**src/hw/bridge_pkg.sv**
```systemverilog
/* bridge constants
   instruction field positions, port widths and pulse timing for the PIO bridge */

package bridge_pkg;

    // ==================================================
    // instruction word layout
    // ==================================================
    localparam int instr_w   = 32;      // full PIO command word

    localparam int algo_lsb  = 0;       // scaling algorithm select
    localparam int algo_w    = 2;

    localparam int zoom_lsb  = 2;       // zoom factor select
    localparam int zoom_w    = 2;

    localparam int write_bit = 4;       // 1 = pixel write, 0 = resize job

    localparam int addr_lsb  = 5;       // pixel address, bits 19..5
    localparam int addr_w    = 15;

    localparam int pixel_lsb = 20;      // pixel data, bits 27..20
    localparam int pixel_w   = 8;

    // bits 31..28 unused by the scaler

    // ==================================================
    // board i/o widths
    // ==================================================
    localparam int key_count = 4;       // push buttons, active low
    localparam int sw_count  = 10;      // slide switches
    localparam int led_count = 10;      // red status lights
    localparam int trace_w   = 28;      // hw event word for the trace macrocell

    // ==================================================
    // timing
    // ==================================================
    localparam int debounce_cycles = 64;    // steady cycles before a key flips
    localparam int debounce_cnt_w  = 6;     // counts 0..63

    // reset request stretch lengths in clocks
    localparam int cold_stretch  = 6;
    localparam int warm_stretch  = 2;
    localparam int debug_stretch = 32;
    localparam int stretch_cnt_w = 6;       // must hold debug_stretch

endpackage

```
**src/hw/key_debounce.sv**
```systemverilog
/* key debouncer
   one counter per push button, clean value flips after a long steady disagreement */

`timescale 1ns/10ps

module key_debounce import bridge_pkg::*; (
    input  logic                 CLOCK_50,
    input  logic                 reset_d,      // async, active low
    input  logic [key_count-1:0] keys_raw,     // straight from the pins
    output logic [key_count-1:0] keys_clean
);

    // ==================================================
    // per key filter
    // ==================================================
    genvar k;
    generate
        for (k = 0; k < key_count; k++) begin : g_key
            logic [debounce_cnt_w-1:0] cnt;     // consecutive disagreeing samples
            logic                      differs;

            assign differs = keys_raw[k] ^ keys_clean[k];

            always_ff @(posedge CLOCK_50 or negedge reset_d) begin
                if (!reset_d) begin
                    cnt           <= '0;
                    keys_clean[k] <= 1'b1;      // released, keys are active low
                end else if (!differs) begin
                    cnt <= '0;                  // bounce back, start over
                end else if (cnt == debounce_cnt_w'(debounce_cycles - 1)) begin
                    // last of the steady samples, accept the new level
                    keys_clean[k] <= keys_raw[k];
                    cnt           <= '0;
                end else begin
                    cnt <= cnt + 1'b1;
                end
            end
        end
    endgenerate

    // a key that chatters never reaches the terminal count
    // so keys_clean holds its old value through the bounce

endmodule

```
**src/hw/reset_request_pulser.sv**
```systemverilog
/* reset request pulser
   rising edge on the request gives a pulse stretch_len clocks wide, busy edges ignored */

`timescale 1ns/10ps

module reset_request_pulser import bridge_pkg::*; #(
    parameter int stretch_len = 2           // pulse width in clocks
) (
    input  logic CLOCK_50,
    input  logic reset_d,                   // async, active low
    input  logic request,                   // level request from the processor side
    output logic pulse                      // stretched request to the HPS reset manager
);

    logic                     request_q;    // last sample for edge detect
    logic                     rise;
    logic [stretch_cnt_w-1:0] remaining;    // clocks of pulse still to go
    logic                     busy;

    // ==================================================
    // edge detect
    // ==================================================
    always_ff @(posedge CLOCK_50 or negedge reset_d) begin
        if (!reset_d)
            request_q <= 1'b0;
        else
            request_q <= request;
    end

    assign rise = request & ~request_q;
    assign busy = (remaining != '0);

    // ==================================================
    // stretch counter
    // ==================================================
    // loaded on the edge, so the pulse starts the next clock
    // and lasts exactly stretch_len clocks
    always_ff @(posedge CLOCK_50 or negedge reset_d) begin
        if (!reset_d) begin
            remaining <= '0;
        end else if (busy) begin
            remaining <= remaining - 1'b1;  // new edges ignored while running
        end else if (rise) begin
            remaining <= stretch_cnt_w'(stretch_len);
        end
    end

    assign pulse = busy;                    // straight off the counter flops

endmodule

```
**src/hw/hps_command_port.sv**
```systemverilog
/* HPS command port
   decodes the PIO instruction, starts scaler jobs, keeps done flags, drives LEDs and trace */

`timescale 1ns/10ps

module hps_command_port import bridge_pkg::*; (
    input  logic                 CLOCK_50,
    input  logic                 reset_d,           // async, active low

    // processor side
    input  logic [instr_w-1:0]   pio_instruction,
    input  logic                 pio_start,         // one clock per command
    output logic                 pio_done,          // resize ready, sticky
    output logic                 pio_done_write,    // pixel write ready, sticky

    // scaler side
    input  logic                 redim_done,        // one clock pulse
    input  logic                 write_done,        // one clock pulse
    output logic [algo_w-1:0]    algorithm_sel,
    output logic [zoom_w-1:0]    zoom_sel,
    output logic [addr_w-1:0]    pixel_addr,
    output logic [pixel_w-1:0]   pixel_data,
    output logic                 write_req,
    output logic                 redim_go,
    output logic                 write_go,

    // board
    input  logic [key_count-1:0] keys_clean,
    input  logic [sw_count-1:0]  sw,
    output logic [led_count-1:0] ledr,
    output logic [trace_w-1:0]   stm_hw_events
);

    // ==================================================
    // instruction slices
    // ==================================================
    logic [algo_w-1:0]  instr_algo;
    logic [zoom_w-1:0]  instr_zoom;
    logic               instr_write;
    logic [addr_w-1:0]  instr_addr;
    logic [pixel_w-1:0] instr_pixel;
    logic               start_redim;        // start of a resize job
    logic               start_write;        // start of a pixel write

    assign instr_algo  = pio_instruction[algo_lsb +: algo_w];
    assign instr_zoom  = pio_instruction[zoom_lsb +: zoom_w];
    assign instr_write = pio_instruction[write_bit];
    assign instr_addr  = pio_instruction[addr_lsb +: addr_w];
    assign instr_pixel = pio_instruction[pixel_lsb +: pixel_w];

    assign start_redim = pio_start & ~instr_write;
    assign start_write = pio_start &  instr_write;

    // ==================================================
    // field capture and go pulses
    // ==================================================
    // no back pressure, a new start simply overwrites
    always_ff @(posedge CLOCK_50 or negedge reset_d) begin
        if (!reset_d) begin
            algorithm_sel <= '0;
            zoom_sel      <= '0;
            pixel_addr    <= '0;
            pixel_data    <= '0;
            write_req     <= 1'b0;
        end else if (pio_start) begin
            algorithm_sel <= instr_algo;
            zoom_sel      <= instr_zoom;
            pixel_addr    <= instr_addr;
            pixel_data    <= instr_pixel;
            write_req     <= instr_write;
        end
    end

    // one clock wide, aligned with the new fields
    always_ff @(posedge CLOCK_50 or negedge reset_d) begin
        if (!reset_d) begin
            redim_go <= 1'b0;
            write_go <= 1'b0;
        end else begin
            redim_go <= start_redim;
            write_go <= start_write;
        end
    end

    // ==================================================
    // done flags
    // ==================================================
    // start has priority over a done in the same clock
    always_ff @(posedge CLOCK_50 or negedge reset_d) begin
        if (!reset_d) begin
            pio_done       <= 1'b1;         // ready out of reset
            pio_done_write <= 1'b1;
        end else begin
            if (start_redim)
                pio_done <= 1'b0;
            else if (redim_done)
                pio_done <= 1'b1;

            if (start_write)
                pio_done_write <= 1'b0;
            else if (write_done)
                pio_done_write <= 1'b1;
        end
    end

    // ==================================================
    // status lights and trace word
    // ==================================================
    always_ff @(posedge CLOCK_50 or negedge reset_d) begin
        if (!reset_d) begin
            ledr          <= {{pixel_w{1'b0}}, 2'b11};    // both flags ready
            stm_hw_events <= {{(trace_w - key_count - 2){1'b0}}, 2'b11, {key_count{1'b1}}};
        end else begin
            ledr          <= {pixel_data, pio_done_write, pio_done};
            // pad, switches, lights, keys
            stm_hw_events <= {{(trace_w - sw_count - led_count - key_count){1'b0}},
                              sw, ledr, keys_clean};
        end
    end

endmodule

```
**src/hw/pixel_pio_bridge.sv**
```systemverilog
/* pixel PIO bridge top
   fabric logic around the HPS command word, key filters and reset request pulsers */

`timescale 1ns/10ps

module pixel_pio_bridge import bridge_pkg::*; (
    input  logic                 CLOCK_50,
    input  logic                 reset_d,           // async, active low

    // board i/o
    input  logic [key_count-1:0] KEY,               // active low buttons
    input  logic [sw_count-1:0]  SW,
    output logic [led_count-1:0] LEDR,

    // HPS parallel i/o
    input  logic [instr_w-1:0]   pio_instruction,
    input  logic                 pio_start,
    output logic                 pio_done,
    output logic                 pio_done_write,

    // scaling unit
    input  logic                 redim_done,
    input  logic                 write_done,
    output logic [algo_w-1:0]    algorithm_sel,
    output logic [zoom_w-1:0]    zoom_sel,
    output logic [addr_w-1:0]    pixel_addr,
    output logic [pixel_w-1:0]   pixel_data,
    output logic                 write_req,
    output logic                 redim_go,
    output logic                 write_go,

    // HPS trace and reset requests
    output logic [trace_w-1:0]   stm_hw_events,
    input  logic                 cold_req,
    input  logic                 warm_req,
    input  logic                 debug_req,
    output logic                 hps_cold_reset,
    output logic                 hps_warm_reset,
    output logic                 hps_debug_reset
);

    logic [key_count-1:0] keys_clean;   // filtered buttons

    // ==================================================
    // push buttons
    // ==================================================
    key_debounce u_key_debounce (
        .CLOCK_50   (CLOCK_50),
        .reset_d    (reset_d),
        .keys_raw   (KEY),
        .keys_clean (keys_clean)
    );

    // ==================================================
    // command port
    // ==================================================
    hps_command_port u_command_port (
        .CLOCK_50        (CLOCK_50),
        .reset_d         (reset_d),
        .pio_instruction (pio_instruction),
        .pio_start       (pio_start),
        .pio_done        (pio_done),
        .pio_done_write  (pio_done_write),
        .redim_done      (redim_done),
        .write_done      (write_done),
        .algorithm_sel   (algorithm_sel),
        .zoom_sel        (zoom_sel),
        .pixel_addr      (pixel_addr),
        .pixel_data      (pixel_data),
        .write_req       (write_req),
        .redim_go        (redim_go),
        .write_go        (write_go),
        .keys_clean      (keys_clean),
        .sw              (SW),
        .ledr            (LEDR),
        .stm_hw_events   (stm_hw_events)
    );

    // ==================================================
    // reset request stretchers
    // ==================================================
    reset_request_pulser #(
        .stretch_len (cold_stretch)     // 6 clocks
    ) u_pulse_cold (
        .CLOCK_50 (CLOCK_50),
        .reset_d  (reset_d),
        .request  (cold_req),
        .pulse    (hps_cold_reset)
    );

    reset_request_pulser #(
        .stretch_len (warm_stretch)     // 2 clocks
    ) u_pulse_warm (
        .CLOCK_50 (CLOCK_50),
        .reset_d  (reset_d),
        .request  (warm_req),
        .pulse    (hps_warm_reset)
    );

    // debug reset needs the longest hold
    reset_request_pulser #(
        .stretch_len (debug_stretch)
    ) u_pulse_debug (
        .CLOCK_50 (CLOCK_50),
        .reset_d  (reset_d),
        .request  (debug_req),
        .pulse    (hps_debug_reset)
    );

endmodule

```
**config.mk**
```make
export PLATFORM = sky130hd
export DESIGN_NAME = pixel_pio_bridge
export DESIGN_NICKNAME = d
export VERILOG_FILES = /design/src/hw/bridge_pkg.sv /design/src/hw/key_debounce.sv /design/src/hw/reset_request_pulser.sv /design/src/hw/hps_command_port.sv /design/src/hw/pixel_pio_bridge.sv
export SDC_FILE = /design/constraint.sdc
export NUM_CORES = 1
export LEC_CHECK = 0
export ABC_AREA = 1
export BUFFER_PORTS_ARGS = -buffer_cell sky130_fd_sc_hd__buf_2
export CORE_ASPECT_RATIO = 0.6
export CORE_UTILIZATION = 46
export CTS_CLUSTER_DIAMETER = 30
export DETAILED_ROUTE_END_ITERATION = 12
export GPL_TIMING_DRIVEN = 0
export HOLD_SLACK_MARGIN = 0.12
export PLACE_DENSITY = 0.82
export SYNTH_ARGS = -nofsm -noshare
export SYNTH_HDL_FRONTEND = slang
export SYNTH_SLANG_ARGS = --single-unit
```
**constraint.sdc**
```tcl
create_clock -name CLOCK_50 -period 1.3 [get_ports CLOCK_50]
set_clock_uncertainty 0.1 [all_clocks]
set_input_delay 0.195 -clock CLOCK_50 [delete_from_list [all_inputs] [get_ports CLOCK_50]]
set_output_delay 0.195 -clock CLOCK_50 [all_outputs]
set_load 0.05 [all_outputs]
```
# After elaboration in Yosys (flattened, before gate mapping)
# Cells that the tools add are included.
# classes
muxes	18
n_eq_ne	4
bitwise	13
n_addsub	7
n_reduce_logical	12
# ops
op	n
$mux 6	14
$add 6x1->6 const B	4
$eq 6x6->1 const B	4
$reduce_bool 6->1	3
$sub 6x1->6 const B	3
$reduce_bool 2->1	5
$reduce_and 2->1	4
$and 1x1->1	5
$mux 1	4
$not 1->1	4
$xor 1x1->1	4
# word_totals
input_bits	54
output_inout_bits	73
elab_cells	79
reg_bits	115

# Depth between registers and ports, before layout
# depth
ltp_word	4
ltp_mapped	8
mapped_depth_nobuf	8

# By module
# A second synthesis with hierarchy kept.
# unflattened
cells_unflattened	448
hier_area_um2	4544.4
# by_module_without_submodules
mod	cells_each	area_each_um2	instances	seq_area_each_um2
hps_command_port	168	2097.0	1	1664.1
key_debounce	151	1340.0	1	705.7
reset_request_pulser (u_pulse_debug)	41	376.6	1	175.2
reset_request_pulser (u_pulse_cold)	43	365.4	1	175.2
reset_request_pulser (u_pulse_warm)	45	365.4	1	175.2

# Least setup slack after synthesis
# OpenSTA, ideal clock, no wires.
# synth_timing
kind	register to register
start	reg u_pulse_warm.remaining[0]
end	reg u_pulse_warm.remaining[3]
n_path_buf	0
stages_incl_launch_ff	7
synth_period_minus_slack_ns	1.567
setup_time_ns	0.119
slack_ns	-0.267
required_ns	1.081
arrival_time_ns	1.349
path_cell_list	dfrtp_1 -> inv_1 -> ha_1 -> inv_1 -> nor3_4 -> nand2_2 -> o21a_1
# synth_via
elab_chain_cells	2
elab_cells_between_ends	4
classes_between	add/sub: 1; mux: 1; reduce/logical: 2
# synth_rtl
element	line_no	source
start, declared	reset_request_pulser.sv:17	logic [stretch_cnt_w-1:0] remaining;
start signal, assigned	reset_request_pulser.sv:42	remaining <= remaining - 1'b1;
start signal, assigned	reset_request_pulser.sv:44	remaining <= stretch_cnt_w'(stretch_len);
$reduce_bool 6->1 *	reset_request_pulser.sv:31	assign busy = (remaining != '0);
via hps_warm_reset	pixel_pio_bridge.sv:38	output logic hps_warm_reset,
$mux 6 / $reduce_bool 2->1 (equally long branches)	n/a	
# The timed path passes the listed nets; every way through them passes the cells marked *.
# A chain may end at the register's enable or synchronous reset.

# Final worst setup path
# layout_timing
start	reg u_pulse_warm.remaining[1]
end	out hps_warm_reset
# layout_via
elab_chain_cells	1
# layout_rtl
element	line_no
$reduce_bool 6->1	reset_request_pulser.sv:31
end, declared	pixel_pio_bridge.sv:38
# Every way passes these cells.

==> impl_metrics.toml <==
[setup_path]
critPathSlowestCell = "dfrtp_1"
setup.worst_path.start_class = "register"
startpoint = "u_pulse_warm.remaining[1]"
r2r-start = "u_pulse_warm.remaining[1]"
rr_endpoint = "u_pulse_warm.remaining[0]"
max_stage_delay_ps = 390
cp_common_cell = "inv_2"
required_ps = 1000
cp-endpoint = "hps_warm_reset"
critPathCaptureType = "output port"
critPathKind = "register to output port"
arrival_ps = 1500
crit_chain = "inv_2 > ha_4 > inv_2 > nor3_4 > nand2_4 > buf_8"
rrSetupSlack_ps = -250
critical_path_peak_fanout = 2
worst_r2r_path_depth = 9

[routing]
antenna_left = 0
drtIter0Drc = 155
via_per_inst = 4.69
first_pass_iters = 6
wl_um = 11900
post_drt_wl_per_cell_um = 15.0
drc = 0
vias = 3716

[timing]
setup_slack_ps = -499
slew_viol_final = 0
hold_viol = 48
fmax_mhz = 556
rsz0062_at_grt = "true"
tightest_slew_ps = 758
finalCritPeriodShare_pct = 138
fin_crit_ps = 1800
maxSlewHeadroom_pct = 49.4
setup_tns_ps = -4010
hold_ws_ps = -242
setup_viol = 29

[clock_network]
clkLatencyLatePin_ps = 400
clk_path_buf_depth = 2
hold_buffers = 52
cts_buffers = 17
cts_num_sinks = 115
htreeDepth = 4
cts_tree = "done"
root_buffer = "clkbuf_16"
cts.clk_slew.worst_paths_ps = 50

[floorplanning]
dieArea_um2 = 9920
rows = 27
coreArea_um2 = 9190
start_util_pct = 47.6
die_x_um = 128
die_h_um = 77.5
io_pins = 127

[outcome]
status = "finished, violations left"
violations = "negative hold slack, negative setup slack"

[power]
vdd_drop_max_uv = 1200
p_leak_nw = 3.59
p_int_mw = 9.44
p_comb_share_pct = 27.4
power_density_nw_per_um2 = 1890
pwr-share-clk_pct = 39.4
netSwitchingPower_mw = 4.15
pwr-share-seq_pct = 33.2
power.total_mw = 13.6
switching_share_pct = 30.5

[placed_design]
hpwl_um = 6390
port_buffers = 118
place_ws_ps = -317
gp_congestion = 0.792

[global_routing]
antenna_found_initial = 0
top_usage_layer = "met2"
grtUsageMet1_pct = 26.3
grt_max_degree = 60
gr-usage-met3_pct = 6.48
grt_usage_pct = 23.6
grt-ovfl-total = 0
first_global_vias = 3850
grt_pass1_wl_um = 17600
met2_usage_pct = 42.9

[yosys]
synth_top_area_share_pct = 57.8
avgSynthCellArea_um2 = 10.3
synth_cell_type_count = 28
ys_seq_area_share_pct = 66.2
synth.cell_area_um2 = 4380
synth_warnings = 0
postSynthCellCount = 426
synth_seq_cells = 115
synth.area.top_cells = "dfrtp_1 58%, nand2_1 11%, dfstp_2 8.4%, nor2_1 4.5%, inv_1 3.5%"
synth_area_leader_cell = "dfrtp_1"

[layout]
layout_common_cells = "120 x nand2_1, 101 x dfrtp_1, 63 x buf_2"
multi_input_area_um2 = 1490
seq_area_um2 = 2900
fin_util_pct = 78.3
fill_cells = 557
layout-drive-gt1-share_pct = 39.4
final_nets = 711
area_growth_pct = 64.5
num_antenna_cells = 0
layout_commonest_cell = "nand2_1"

[hold_path]
min_path_type = "primary input to async pin"

[job]
maxCapViolCount = 0
[Yosys cell counts]
master,n
nand2_2,2
a21oi_1,7
and2_1,1
nand3_2,1
o31ai_1,1
nand4_1,4
dfrtp_1,101
xor2_1,9
o21ai_1,2
dfstp_2,14
a21boi_1,1
o21ai_0,12
nand3_4,1
buf_2,4
ha_1,7
nor3_4,1
clkbuf_1,1
xnor2_1,7
nor2_4,3
buf_4,5
o21a_1,1
nand3_1,17
nand2_1,126
o21ai_2,2
inv_1,41
nor2_1,53
nor3_2,1
conb_1,1
[worst min path at each step]
| stage | start | end | depth (start not counted) |
|---|---|---|---|
| CTS | reset_d | u_key_debounce.g_key[1].cnt[2] | 1 |
| finish | reset_d | u_key_debounce.g_key[1].cnt[3] | 1 |
| floorplan | reset_d | u_command_port.algorithm_sel[0] | 0 |
| global placement | SW[1] | u_command_port.stm_hw_events[15] | 1 |
| global route | reset_d | u_key_debounce.g_key[1].cnt[3] | 1 |
| detailed placement | SW[0] | u_command_port.stm_hw_events[14] | 1 |
[what timing repair did]
item | CTS | global route
buffers inserted | 27 | 15
gates resized for setup | 107 | 59
pin swaps | 13 | 12
endpoints found under the hold margin | 115 | 48
setup endpoints to repair | 72 | 79
[flip-flops by register name, indices dropped and copies added (netlist names)]
register,count
u_pulse_debug.request_q,1
u_command_port.pixel_addr,15
u_command_port.write_go,1
u_command_port.pixel_data,8
u_pulse_warm.request_q,1
u_command_port.ledr,10
u_pulse_debug.remaining,6
u_command_port.redim_go,1
u_command_port.algorithm_sel,2
u_command_port.pio_done_write,1
u_pulse_cold.remaining,6
u_command_port.stm_hw_events,24
u_command_port.zoom_sel,2
u_key_debounce.g_key.cnt,24
u_key_debounce.keys_clean,4
u_pulse_warm.remaining,6
u_command_port.pio_done,1
u_command_port.write_req,1
u_pulse_cold.request_q,1
[worst max-delay path: cells and delay by family, from the launching register on]
kind,cells,cell delay (ps)
adder cells (fa/ha/maj),1,130
buffers and inverters,3,280
flip-flops,1,390
AND/OR/NAND/NOR,2,290
[final cells by class]
class / instances / area share [%]
plain buffers: 9 / 0.800
clock buffers: 23 / 6.78
clock inverters: 9 / 2.75
inverters: 41 / 2.21
multi-input cells: 263 / 20.7
flip-flops and latches: 115 / 40.2
well taps: 130 / 2.26
repair buffers: 203 / 24.3
[per-stage QoR]
stage	cell area [um2]	instances
after floorplan	4450	429
after global placement	5200	677
after detailed placement	5230	678
after CTS	6940	785
after global routing	7200	793
final	7200	793
[power by group through the flow]
stage,Clock [mW],Combinational (mW),Sequential (mW)
floorplan,0,1.42,5.01
global placement,0,2.46,4.48
detailed placement,0,2.59,4.51
CTS,5.41,3.37,4.47
global route,5.58,4.04,4.56
finish,5.35,3.73,4.51
[logic make-up (layout without fill, tap and decap cells)]
family	Yosys count	count (layout)	share of synthesized area, %
DFF	115	115	66.2
other	1	4	0.0857
xor gates and xnor gates	16	16	3.20
buffers and inverters	51	285	4.92
adders and majority gates	7	7	2.00
AOI/OAI and AO/OA	26	26	3.32
and+or+nand+nor	210	210	20.3
[per-layer routing]
metal | part of all wire (%) | vias to the layer above
met5 | 0 | -
met4 | 2.4 | 0
met3 | 4.7 | 33
met2 | 53 | 125
met1 | 40 | 1800
li1 | - | 1758
(Power assumes the default switching activity.)
